===== src/hw/mcu_bus_pkg.sv =====
package mcu_bus_pkg;

  // Data path is one nibble wide
  typedef logic [3:0] nibble_t;

  // CPU data address space
  typedef logic [11:0] mem_addr_t;

  // Index into the combined video memory
  typedef logic [7:0] vram_addr_t;

  // Main RAM, 0x000 to 0x27F by default
  localparam int RAM_DEFAULT_DEPTH = 640;

  // Display segments
  localparam mem_addr_t VRAM_LO_BASE = 12'hE00;
  localparam mem_addr_t VRAM_HI_BASE = 12'hE80;
  localparam int VRAM_SEG_SIZE = 80;
  localparam int VRAM_DEPTH = 160;

  // I/O page sits at 0xFxx
  localparam logic [3:0] IO_PAGE = 4'hF;

  // Interrupt factors, read to clear
  localparam logic [7:0] IO_K0_FACTOR = 8'h04;
  localparam logic [7:0] IO_K1_FACTOR = 8'h05;

  // Interrupt masks
  localparam logic [7:0] IO_K0_MASK = 8'h14;
  localparam logic [7:0] IO_K1_MASK = 8'h15;

  // Key port values and K0 relation
  localparam logic [7:0] IO_K0_VALUE = 8'h40;
  localparam logic [7:0] IO_K0_RELATION = 8'h41;
  localparam logic [7:0] IO_K1_VALUE = 8'h42;

endpackage

===== src/hw/mcu_bus_top.sv =====
`timescale 1ns/1ps

module mcu_bus_top
  import mcu_bus_pkg::*;
#(
  parameter int RAM_DEPTH = RAM_DEFAULT_DEPTH
) (
  input  logic       clk,
  input  logic       reset_n,
  input  logic       clk_en,
  input  logic       write_en,
  input  logic       read_en,
  input  mem_addr_t  mem_addr,
  input  nibble_t    write_data,
  input  nibble_t    input_k0,
  input  nibble_t    input_k1,
  input  vram_addr_t display_addr,
  output nibble_t    read_data,
  output nibble_t    display_data,
  output logic [1:0] interrupt_req
);

  // I/O page
  logic       io_write;
  logic       io_read;
  logic [7:0] io_offset;
  nibble_t    io_read_data;

  // Key interrupt control
  nibble_t    mask_k0;
  nibble_t    mask_k1;
  nibble_t    relation_k0;
  logic       factor_clear;

  // Video CPU port
  vram_addr_t vram_addr;
  logic       vram_write;
  nibble_t    vram_read_data;

  // Factor flags drive the request lines directly
  key_input u_key_input (
    .clk          (clk),
    .reset_n      (reset_n),
    .clk_en       (clk_en),
    .input_k0     (input_k0),
    .input_k1     (input_k1),
    .mask_k0      (mask_k0),
    .mask_k1      (mask_k1),
    .relation_k0  (relation_k0),
    .factor_clear (factor_clear),
    .factor       (interrupt_req)
  );

  io_registers u_io_registers (
    .clk          (clk),
    .reset_n      (reset_n),
    .clk_en       (clk_en),
    .io_write     (io_write),
    .io_read      (io_read),
    .io_offset    (io_offset),
    .write_data   (write_data),
    .input_k0     (input_k0),
    .input_k1     (input_k1),
    .factor       (interrupt_req),
    .io_read_data (io_read_data),
    .mask_k0      (mask_k0),
    .mask_k1      (mask_k1),
    .relation_k0  (relation_k0),
    .factor_clear (factor_clear)
  );

  data_bus_decode #(
    .RAM_DEPTH (RAM_DEPTH)
  ) u_data_bus_decode (
    .clk            (clk),
    .reset_n        (reset_n),
    .clk_en         (clk_en),
    .write_en       (write_en),
    .read_en        (read_en),
    .mem_addr       (mem_addr),
    .write_data     (write_data),
    .io_read_data   (io_read_data),
    .vram_read_data (vram_read_data),
    .read_data      (read_data),
    .io_write       (io_write),
    .io_read        (io_read),
    .io_offset      (io_offset),
    .vram_addr      (vram_addr),
    .vram_write     (vram_write)
  );

  video_ram u_video_ram (
    .clk            (clk),
    .clk_en         (clk_en),
    .vram_addr      (vram_addr),
    .vram_write     (vram_write),
    .write_data     (write_data),
    .display_addr   (display_addr),
    .vram_read_data (vram_read_data),
    .display_data   (display_data)
  );

endmodule


===== src/hw/video_ram.sv =====
`timescale 1ns/1ps

module video_ram
  import mcu_bus_pkg::*;
(
  input  logic       clk,
  input  logic       clk_en,
  input  vram_addr_t vram_addr,
  input  logic       vram_write,
  input  nibble_t    write_data,
  input  vram_addr_t display_addr,
  output nibble_t    vram_read_data,
  output nibble_t    display_data
);

  nibble_t mem [VRAM_DEPTH];

  vram_addr_t display_index;

  // Out of range display reads fall back to index 0
  assign display_index = (display_addr < VRAM_DEPTH) ? display_addr : '0;

  // CPU port, write-first
  always_ff @(posedge clk) begin
    if (clk_en) begin
      if (vram_write) begin
        mem[vram_addr] <= write_data;
        vram_read_data <= write_data;
      end else begin
        vram_read_data <= mem[vram_addr];
      end
    end
  end

  // Display port runs every clock
  always_ff @(posedge clk) begin
    display_data <= mem[display_index];
  end

endmodule


===== src/hw/data_bus_decode.sv =====
`timescale 1ns/1ps

module data_bus_decode
  import mcu_bus_pkg::*;
#(
  parameter int RAM_DEPTH = RAM_DEFAULT_DEPTH
) (
  input  logic       clk,
  input  logic       reset_n,
  input  logic       clk_en,
  input  logic       write_en,
  input  logic       read_en,
  input  mem_addr_t  mem_addr,
  input  nibble_t    write_data,
  input  nibble_t    io_read_data,
  input  nibble_t    vram_read_data,
  output nibble_t    read_data,
  output logic       io_write,
  output logic       io_read,
  output logic [7:0] io_offset,
  output vram_addr_t vram_addr,
  output logic       vram_write
);

  localparam int RAM_AW = $clog2(RAM_DEPTH);

  nibble_t ram [RAM_DEPTH];

  logic              ram_hit;
  logic              vlo_hit;
  logic              vhi_hit;
  logic              vram_hit;
  logic              io_hit;
  logic [RAM_AW-1:0] ram_index;
  logic              vram_pending;

  // Region decode
  assign ram_hit  = mem_addr < RAM_DEPTH;
  assign vlo_hit  = (mem_addr >= VRAM_LO_BASE) && (mem_addr < VRAM_LO_BASE + VRAM_SEG_SIZE);
  assign vhi_hit  = (mem_addr >= VRAM_HI_BASE) && (mem_addr < VRAM_HI_BASE + VRAM_SEG_SIZE);
  assign vram_hit = vlo_hit || vhi_hit;
  assign io_hit   = mem_addr[11:8] == IO_PAGE;

  assign ram_index = mem_addr[RAM_AW-1:0];

  // I/O page forwarding
  assign io_write  = write_en && io_hit;
  assign io_read   = read_en && io_hit;
  assign io_offset = mem_addr[7:0];

  // Upper segment follows the lower one in video memory
  always_comb begin
    if (vlo_hit) begin
      vram_addr = vram_addr_t'(mem_addr - VRAM_LO_BASE);
    end else if (vhi_hit) begin
      vram_addr = vram_addr_t'(mem_addr - VRAM_HI_BASE) + vram_addr_t'(VRAM_SEG_SIZE);
    end else begin
      vram_addr = '0;
    end
  end

  assign vram_write = write_en && vram_hit;

  // Main RAM
  always_ff @(posedge clk) begin
    if (clk_en && write_en && ram_hit) begin
      ram[ram_index] <= write_data;
    end
  end

  // Read data register
  always_ff @(posedge clk) begin
    if (!reset_n) begin
      read_data    <= '0;
      vram_pending <= 1'b0;
    end else if (clk_en) begin
      vram_pending <= read_en && vram_hit;

      // Video output is only ready one edge after its read
      if (vram_pending) begin
        read_data <= vram_read_data;
      end

      if (read_en) begin
        if (ram_hit) begin
          read_data <= ram[ram_index];
        end else if (io_hit) begin
          read_data <= io_read_data;
        end else if (!vram_hit) begin
          // Unmapped
          read_data <= '0;
        end
      end
    end
  end

endmodule


===== src/hw/io_registers.sv =====
`timescale 1ns/1ps

module io_registers
  import mcu_bus_pkg::*;
(
  input  logic       clk,
  input  logic       reset_n,
  input  logic       clk_en,
  input  logic       io_write,
  input  logic       io_read,
  input  logic [7:0] io_offset,
  input  nibble_t    write_data,
  input  nibble_t    input_k0,
  input  nibble_t    input_k1,
  input  logic [1:0] factor,
  output nibble_t    io_read_data,
  output nibble_t    mask_k0,
  output nibble_t    mask_k1,
  output nibble_t    relation_k0,
  output logic       factor_clear
);

  logic factor_offset;

  assign factor_offset = (io_offset == IO_K0_FACTOR) || (io_offset == IO_K1_FACTOR);

  // Reading either factor clears both, on the edge that completes the read
  assign factor_clear = io_read && factor_offset;

  // Writable registers
  always_ff @(posedge clk) begin
    if (!reset_n) begin
      mask_k0     <= '0;
      mask_k1     <= '0;
      relation_k0 <= 4'hF;
    end else if (clk_en && io_write) begin
      case (io_offset)
        IO_K0_MASK: begin
          mask_k0 <= write_data;
        end
        IO_K1_MASK: begin
          mask_k1 <= write_data;
        end
        IO_K0_RELATION: begin
          relation_k0 <= write_data;
        end
        default: begin
          // Read-only or unused offset
        end
      endcase
    end
  end

  // Read side, registered by the bus decoder
  always_comb begin
    case (io_offset)
      IO_K0_FACTOR: begin
        io_read_data = {3'b000, factor[0]};
      end
      IO_K1_FACTOR: begin
        io_read_data = {3'b000, factor[1]};
      end
      IO_K0_MASK: begin
        io_read_data = mask_k0;
      end
      IO_K1_MASK: begin
        io_read_data = mask_k1;
      end
      IO_K0_VALUE: begin
        io_read_data = input_k0;
      end
      IO_K0_RELATION: begin
        io_read_data = relation_k0;
      end
      IO_K1_VALUE: begin
        io_read_data = input_k1;
      end
      default: begin
        io_read_data = '0;
      end
    endcase
  end

endmodule


===== src/hw/key_input.sv =====
`timescale 1ns/1ps

module key_input
  import mcu_bus_pkg::*;
(
  input  logic       clk,
  input  logic       reset_n,
  input  logic       clk_en,
  input  nibble_t    input_k0,
  input  nibble_t    input_k1,
  input  nibble_t    mask_k0,
  input  nibble_t    mask_k1,
  input  nibble_t    relation_k0,
  input  logic       factor_clear,
  output logic [1:0] factor
);

  nibble_t sample_k0;
  nibble_t sample_k1;
  nibble_t prev_k0;
  nibble_t prev_k1;
  logic    edge_k0;
  logic    edge_k1;

  // K0 fires on any masked change that lands away from the relation level
  assign edge_k0 = |((sample_k0 ^ prev_k0) & mask_k0 & (sample_k0 ^ relation_k0));

  // K1 only fires on a falling edge
  assign edge_k1 = |(prev_k1 & ~sample_k1 & mask_k1);

  always_ff @(posedge clk) begin
    if (!reset_n) begin
      sample_k0 <= '0;
      sample_k1 <= '0;
      prev_k0   <= '0;
      prev_k1   <= '0;
      factor    <= 2'b00;
    end else if (clk_en) begin
      sample_k0 <= input_k0;
      sample_k1 <= input_k1;
      prev_k0   <= sample_k0;
      prev_k1   <= sample_k1;

      // A fresh edge beats a clear in the same cycle
      if (factor_clear) begin
        factor <= {edge_k1, edge_k0};
      end else begin
        factor <= factor | {edge_k1, edge_k0};
      end
    end
  end

endmodule


===== config.mk =====
export PLATFORM = sky130hd
export DESIGN_NAME = mcu_bus_top
export DESIGN_NICKNAME = d
export VERILOG_FILES = /design/src/hw/mcu_bus_pkg.sv /design/src/hw/mcu_bus_top.sv /design/src/hw/video_ram.sv /design/src/hw/data_bus_decode.sv /design/src/hw/io_registers.sv /design/src/hw/key_input.sv
export SDC_FILE = /design/constraint.sdc
export NUM_CORES = 2
export LEC_CHECK = 0
export BUFFER_PORTS_ARGS = -buffer_cell sky130_fd_sc_hd__buf_2
export CAP_MARGIN = 20
export CORE_MARGIN = 3
export CORE_UTILIZATION = 40
export CTS_BUF_LIST = sky130_fd_sc_hd__clkbuf_2
export CTS_CLUSTER_DIAMETER = 40
export DETAILED_ROUTE_END_ITERATION = 8
export GPL_TIMING_DRIVEN = 0
export HOLD_SLACK_MARGIN = 0.12
export PLACE_DENSITY = 0.56
export RECOVER_POWER = 25
export REMOVE_ABC_BUFFERS = 1
export SETUP_SLACK_MARGIN = 0.4
export SLEW_MARGIN = 20
export SYNTH_ARGS = -nofsm -noshare
export SYNTH_HDL_FRONTEND = slang
export SYNTH_SLANG_ARGS = --single-unit

===== constraint.sdc =====
create_clock -name clk -period 5.6 [get_ports clk]
set_input_delay 0.84 -clock clk [delete_from_list [all_inputs] [get_ports clk]]
set_output_delay 0.84 -clock clk [all_outputs]
set_load 0.02 [all_outputs]

== Yosys cells after proc, flatten, opt, wreduce, memory -nomap -nowiden ==
Memories as Yosys holds them, arrays and structs flattened. A register that Yosys moved wholly into a read port is not among the register bits.
Index checks and enable logic that the tools add are counted.
Storage, ports and cells
  word-level logic and storage cells: 69
  bits in writable memories: 3200
  memories: 2
  input port bits: 37
  register bits: 35
Memories
  u_data_bus_decode.ram: words 640, width 4, read ports 1, clocked after memory_dff 0, wr ports 1, line data_bus_decode.sv:27  | nibble_t ram [RAM_DEPTH];
  u_video_ram.mem: words 160, width 4, read ports 2, clocked after memory_dff 2, wr ports 1, line video_ram.sv:16  | nibble_t mem [VRAM_DEPTH];
Cells by class
  $add $sub $neg: 3
  bitwise operators: 8
  reductions and logical operators: 17
  multiplexer cells: 15
  eq/ne operators: 8
  magnitude comparators: 6
Operators with widths (number)
  one-hot mux 4 bit (7 select lines): 1
  == test 8 x 7 -> 1 bit, second input constant: 3
  greater-or-equal comparator 12 bit, second input constant: 2
  less-than comparator 12 bit, second input constant: 2
  two-way mux 8 bit: 3
  two-way mux 4 bit: 5
  AND 4 bit: 4
  == test 8 x 3 -> 1 bit, second input constant: 2
  == test 8 x 5 -> 1 bit, second input constant: 2
  less-than comparator 12 x 10 -> 1 bit, second input constant: 1
  logical AND 1 bit: 10
  adder 8 x 7 -> 8 bit, second input constant: 1
  less-than comparator 8 bit, second input constant: 1
  OR reduction 4 bit: 2
  subtractor 8 x 1 -> 8 bit, second input constant: 1
  subtractor 8 bit, second input constant: 1
  bitwise XOR 4 bit: 2
  AND reduction 2 bit: 3
  two-way mux 1 bit: 5
  == test 4 bit, second input constant: 1
  NOT 4 bit: 1
  logical OR 1 bit: 2
  two-way mux 2 bit: 1
  bitwise OR 2 bit: 1

== Depth between registers and ports, before layout ==
  depth after elaboration: 7
  gate-level depth with buffers: 18

== Cells and area by module ==
Synthesis repeated with hierarchy kept, for this count alone.
Unflattened totals
  cells, all modules: 8315
  area, all modules: 134955.7 um2
Modules (own cells, without submodules)
  data_bus_decode: instances 1, sequential area each 76973.8 um2, area an instance 101362.2 um2, cells an instance 5976
  video_ram: instances 1, sequential area each 19418.6 um2, area an instance 32003.2 um2, cells an instance 2178
  key_input: instances 1, sequential area each 360.3 um2, area an instance 808.3 um2, cells an instance 79
  io_registers: instances 1, sequential area each 240.2 um2, area an instance 782.0 um2, cells an instance 82

== Least setup slack after synthesis ==
Ideal clock, no wire load.
  path kind: input -> register
  start point: input mem_addr[4]
  end point: memory u_video_ram.mem[62][0] (netlist bit) (enable)
  arrival: 4.151 ns
  data required time: 5.271 ns
  setup slack: 1.120 ns
  cell stages on the path: 16
  cell sequence: clkbuf_1 -> buf_2 -> inv_1 -> clkbuf_1 -> buf_1 -> ha_1 -> nor2b_1 -> clkbuf_1 -> nor3_1 -> buf_2 -> buf_2 -> buf_2 -> nand3_1 -> nor2_1 -> nand2_1 -> nor2_1
Between the ends
  longest elaborated chain between the ends: 7
  elaborated cells between the ends (all ways): 16
RTL lines
  start, declared: line mcu_bus_top.sv:13  | input mem_addr_t mem_addr,
  parallel branches: the longest is 7 deep, another holds subtractor 8 bit
  end, declared: line video_ram.sv:16
Parallel ways; which one is timed is not known.

== Final worst setup path ==
  start point: input mem_addr[1]
  end point: register u_video_ram.vram_read_data[0], read port of u_video_ram.mem, data pin
Between the ends
  longest elaborated chain between the ends: 4
  elaborated cells between the ends (all ways): 11
RTL lines
  subtractor 8 bit, or another cell as far along: line data_bus_decode.sv:56  | vram_addr = vram_addr_t'(mem_addr - VRAM_HI_BASE) + vram_addr_t'(VRAM_SEG_SIZE);
  adder 8 x 7 -> 8 bit or logical AND 1 bit (tied branches): line data_bus_decode.sv:56, data_bus_decode.sv:40
  two-way mux 8 bit: line data_bus_decode.sv:55  | end else if (vhi_hit) begin
  two-way mux 8 bit (*): line data_bus_decode.sv:53  | if (vlo_hit) begin
  end, declared: line video_ram.sv:12  | output nibble_t vram_read_data,
Mark *: on every way between the ends. The rest lies on a longest branch, timed or not.
A chain may end at the register's enable or synchronous reset.

==> results.md <==
* Status: complete, but fails checks
* Failing checks: max-capacitance violations, max-slew violations
* Syn Area/Cell at roughly 18 um^2
* TritonCTS Buffers at between 800 and 900
* Reg clk slew, reported paths at 100 ps
* Element type at the critical path start: input port
* Post-synthesis register bit count at between 3000 and 4000
* Total power at 45480 uW
* Remaining DRCs at 0
* Uppermost layer routed: met5
* Antenna violations before repair at 45
* M1 WL at between 150 and 200 mm
* Fmax at 0.1865 GHz
* Number of flops mapped to enable cells by yosys at 3204
* Clk_skew at 195.3 ps
* Inst Count DP at between 10000 and 15000
* Worst-Margin Slew at ~5000 ps
* Largest net degree at the start of global routing at 134
* Layout Cells excl Fill at approximately 13000
* Req. time, crit path at approximately 7400 ps
* Final worst path period need at ~5400 ps
* Die Area at around 0.34 mm^2
* Leakage power at 0.04768 uW
* Metal3 WL at 45.35 mm
* Overflow after GRT at 0
* Hold Slack at between 400 and 500 ps
* Vias/cell at 6.168
* Register area share after synthesis at 0.7224
* Ys flop type: edfxtp_1
* Drt first pass iters at 7
* CTS root buf: clkbuf_2
* CP endpoint kind: flip-flop
* Slew Viols, Final at approximately 550
* Post-synthesis cell type count at 90
* Total core area at about 0.33 mm^2
* Total global-route track usage at 0.2527
* Worst Path Arrival at 7160 ps
* Hold WC Path Type: input port to flip-flop
* Fin nets at 8139
* IO Pins at 47
* Setup violations, final at 0
* Critical path class: input port to flip-flop
* PortBufs at between 40 and 50
* RR Startpoint: u_data_bus_decode.ram[379][1]$_DFFE_PP_
* CP Capture Point: u_video_ram.vram_read_data[0]$_DFFE_PP_
* Asr flop ratio synth at 0
* RSZ-0062 raised after global routing: yes
* TNS Setup at 0 ps
* Reg2reg setup slack at approximately 1500 ps
* Vias in the first global route at 80726
* Hpwl dp at 271.3 mm
* Warnings from Yosys at 0
* # clock sinks at between 3000 and 4000
* Max Cap Viol at 7
* Post-synthesis cell count at 7518
* Die W at 585.4 um
* Initial DRC count at 11192
* CP Max Fanout at 107
* Reg-to-Reg End: u_data_bus_decode.read_data[1]$_SDFFE_PN0P_
* Drt total wl at 439.8 mm
* Finished Cell Area at 0.1501 mm^2
* Clk Latency, worst-skew pair at around 2100 ps
* Post-route ant nets at 0
* GP Congestion at 0.8592
* Via count at around 81000
* Die Y at 585.4 um
* Max transition margin at -2.259
* First-pass GRT wire length at 613.3 mm
* Hold Violations, Final at 0
* Area Overhead vs Synth at 11.80%
* CP startpoint: mem_addr[1]
* PwrDens at 303.0 mW/mm^2
* Rows at about 210
* Post-DP Area at 0.1420 mm^2
* Period utilization at 0.9575
* Clk buf depth at 4
* Initial Utilization at 0.4021
* Share of layout cells above drive strength 1 at 0.2802
* VDD IR-drop max at 0.1764 mV
* Per-cell routed wire length at 33.65 um
* CTS tree: yes
* Max H-tree Level at 6
* R2R cell count at 8
* Synthesized area at 0.1343 mm^2
* Met2 wire len at just over 200 mm
==> routing by layer <==
metal / up-vias / track usage
li1: 32367 / -
met1: 42047 / 0.3369
met2: 5209 / 0.3981
met3: 972 / 0.05925
met4: 24 / 0.1086
met5: - / 0
==> worst min-delay path by stage <==
stage / endpoint / startpoint / slack (ps) / depth (start not counted)
after global routing: u_data_bus_decode.ram[591][2]$_DFFE_PP_ / mem_addr[4] / 330 / 6
after floorplan: u_io_registers.relation_k0[0]$_SDFFE_PN1P_ / u_io_registers.relation_k0[0]$_SDFFE_PN1P_ / 480 / 2
after detailed placement: u_key_input.factor[1]$_SDFFE_PN0P_ / u_key_input.factor[1]$_SDFFE_PN0P_ / 500 / 2
after global placement: u_key_input.factor[1]$_SDFFE_PN0P_ / u_key_input.factor[1]$_SDFFE_PN0P_ / 480 / 2
final: u_video_ram.display_data[1]$_DFF_P_ / display_addr[0] / 440 / 8
after CTS: u_data_bus_decode.ram[43][1]$_DFFE_PP_ / mem_addr[5] / 130 / 4
==> layout by cell type, fill, tap and decap left out, types with 21 or more instances in the layout <==
master,instances
clkinv_2,31
edfxtp_1,3204
nor3_1,38
dfxtp_1,39
mux2i_1,245
a22oi_1,218
o21ai_0,102
nand2_1,211
o2111ai_1,21
nand3_1,64
nor2_1,927
clkbuf_2,1131
a211oi_1,43
o22ai_1,125
o211ai_1,35
a31oi_1,29
o221ai_1,49
mux2_2,97
buf_8,22
buf_16,94
nor4_1,24
clkinv_1,167
nor2b_1,44
nand2_4,35
buf_2,35
a221o_1,32
a21oi_1,194
buf_12,47
nand2_2,35
a22o_1,23
dlygate4sd3_1,105
mux4_2,726
a221oi_1,45
==> registers in the layout (all words and copies together) (netlist names) <==
name	flops
u_video_ram.display_data	4
u_io_registers.mask_k1	4
u_video_ram.vram_read_data	4
u_key_input.prev_k1	4
u_key_input.sample_k1	4
u_io_registers.relation_k0	4
u_data_bus_decode.vram_pending	1
u_key_input.prev_k0	4
u_data_bus_decode.ram	2560
u_key_input.factor	2
u_io_registers.mask_k0	4
u_data_bus_decode.read_data	4
u_video_ram.mem	640
u_key_input.sample_k0	4
==> cells in the mapped netlist (8+ instances only) <==
master | instances | area, um^2
a2111oi_0 | 11 | 96.34
a211o_1 | 12 | 105.1
a211oi_1 | 43 | 322.8
a21o_1 | 8 | 60.06
a21oi_1 | 194 | 970.9
a221o_1 | 32 | 320.3
a221oi_1 | 45 | 394.1
a222oi_1 | 8 | 80.08
a22o_1 | 23 | 201.4
a22oi_1 | 218 | 1637
a2bb2oi_1 | 12 | 105.1
a31oi_1 | 29 | 181.4
and2_1 | 11 | 68.82
and3_1 | 14 | 87.58
buf_1 | 41 | 153.9
buf_2 | 142 | 710.7
buf_4 | 44 | 330.3
buf_6 | 47 | 529.3
clkbuf_1 | 282 | 1059
dfxtp_1 | 39 | 780.8
edfxtp_1 | 3204 | 96210
inv_1 | 12 | 45.04
mux2_2 | 97 | 1092
mux2i_1 | 245 | 2452
mux4_1 | 10 | 262.8
mux4_2 | 726 | 16350
nand2_1 | 280 | 1051
nand2b_1 | 19 | 118.9
nand3_1 | 73 | 365.4
nor2_1 | 947 | 3555
nor2b_1 | 54 | 337.8
nor3_1 | 45 | 225.2
nor3b_1 | 9 | 67.56
nor4_1 | 25 | 156.4
o2111ai_1 | 22 | 192.7
o211ai_1 | 35 | 262.8
o21a_1 | 8 | 60.06
o21ai_0 | 102 | 510.5
o221ai_1 | 49 | 429.2
o22ai_1 | 125 | 782.0
o311ai_0 | 11 | 96.34
o31ai_1 | 8 | 60.06
or2_2 | 9 | 56.30
or3_1 | 14 | 87.58
==> critical path, cell delays in order <==
cell	delay (ps)
dlygate4sd3_1	570
buf_12	240
buf_16	410
buf_16	560
buf_16	450
or2_2	440
nand3_4	380
buf_12	350
a22oi_1	250
a21oi_1	100
nor4_1	1040
o2bb2ai_1	200
o31ai_1	520
a31oi_1	380
==> power breakdown <==
part           internal (uW)  switching (uW)
clock network           5890            9850
logic                   1090            2010
registers              26600            8.52
total                  33600           11900
==> final cells by class <==
type | count | area (um^2)
Clock buffer | 1130 | 5655
Multi-Input combinational cell | 3697 | 35080
Sequential cell | 3243 | 96990
Tap cell | 4387 | 5489
Antenna cell | 13 | 32.53
Timing Repair Buffer | 339 | 5388
Clock inverter | 246 | 1393
Fill cell | 28986 | 183800
Inverter | 16 | 77.57
==> metrics by stage <==
step	worst slack (ps)	utilization
floorplan	-956.0	-
global placement	-56700	0.4106
detailed placement	-1669	0.4251
CTS	514.0	0.4497
global route	196.7	0.4494
finish	237.8	0.4495
==> what timing repair did <==
item	4_1_cts	5_1_grt
hold endpoints to repair	4961	0
resized for setup	0	2
endpoints found under the setup margin	0	3
hold buffers	111	0
setup buffers	0	1
==> logic make-up after synthesis <==
kind of cell               synth area share
muxes                                0.1501
buffers and inverters               0.02194
AOI/OAI and AO/OA                   0.05560
DFF                                  0.7224
adders and majority gates         0.0002796
and+or+nand+nor                     0.04956
xor gates and xnor gates          0.0001305
Power figures use the tool's default switching activity.
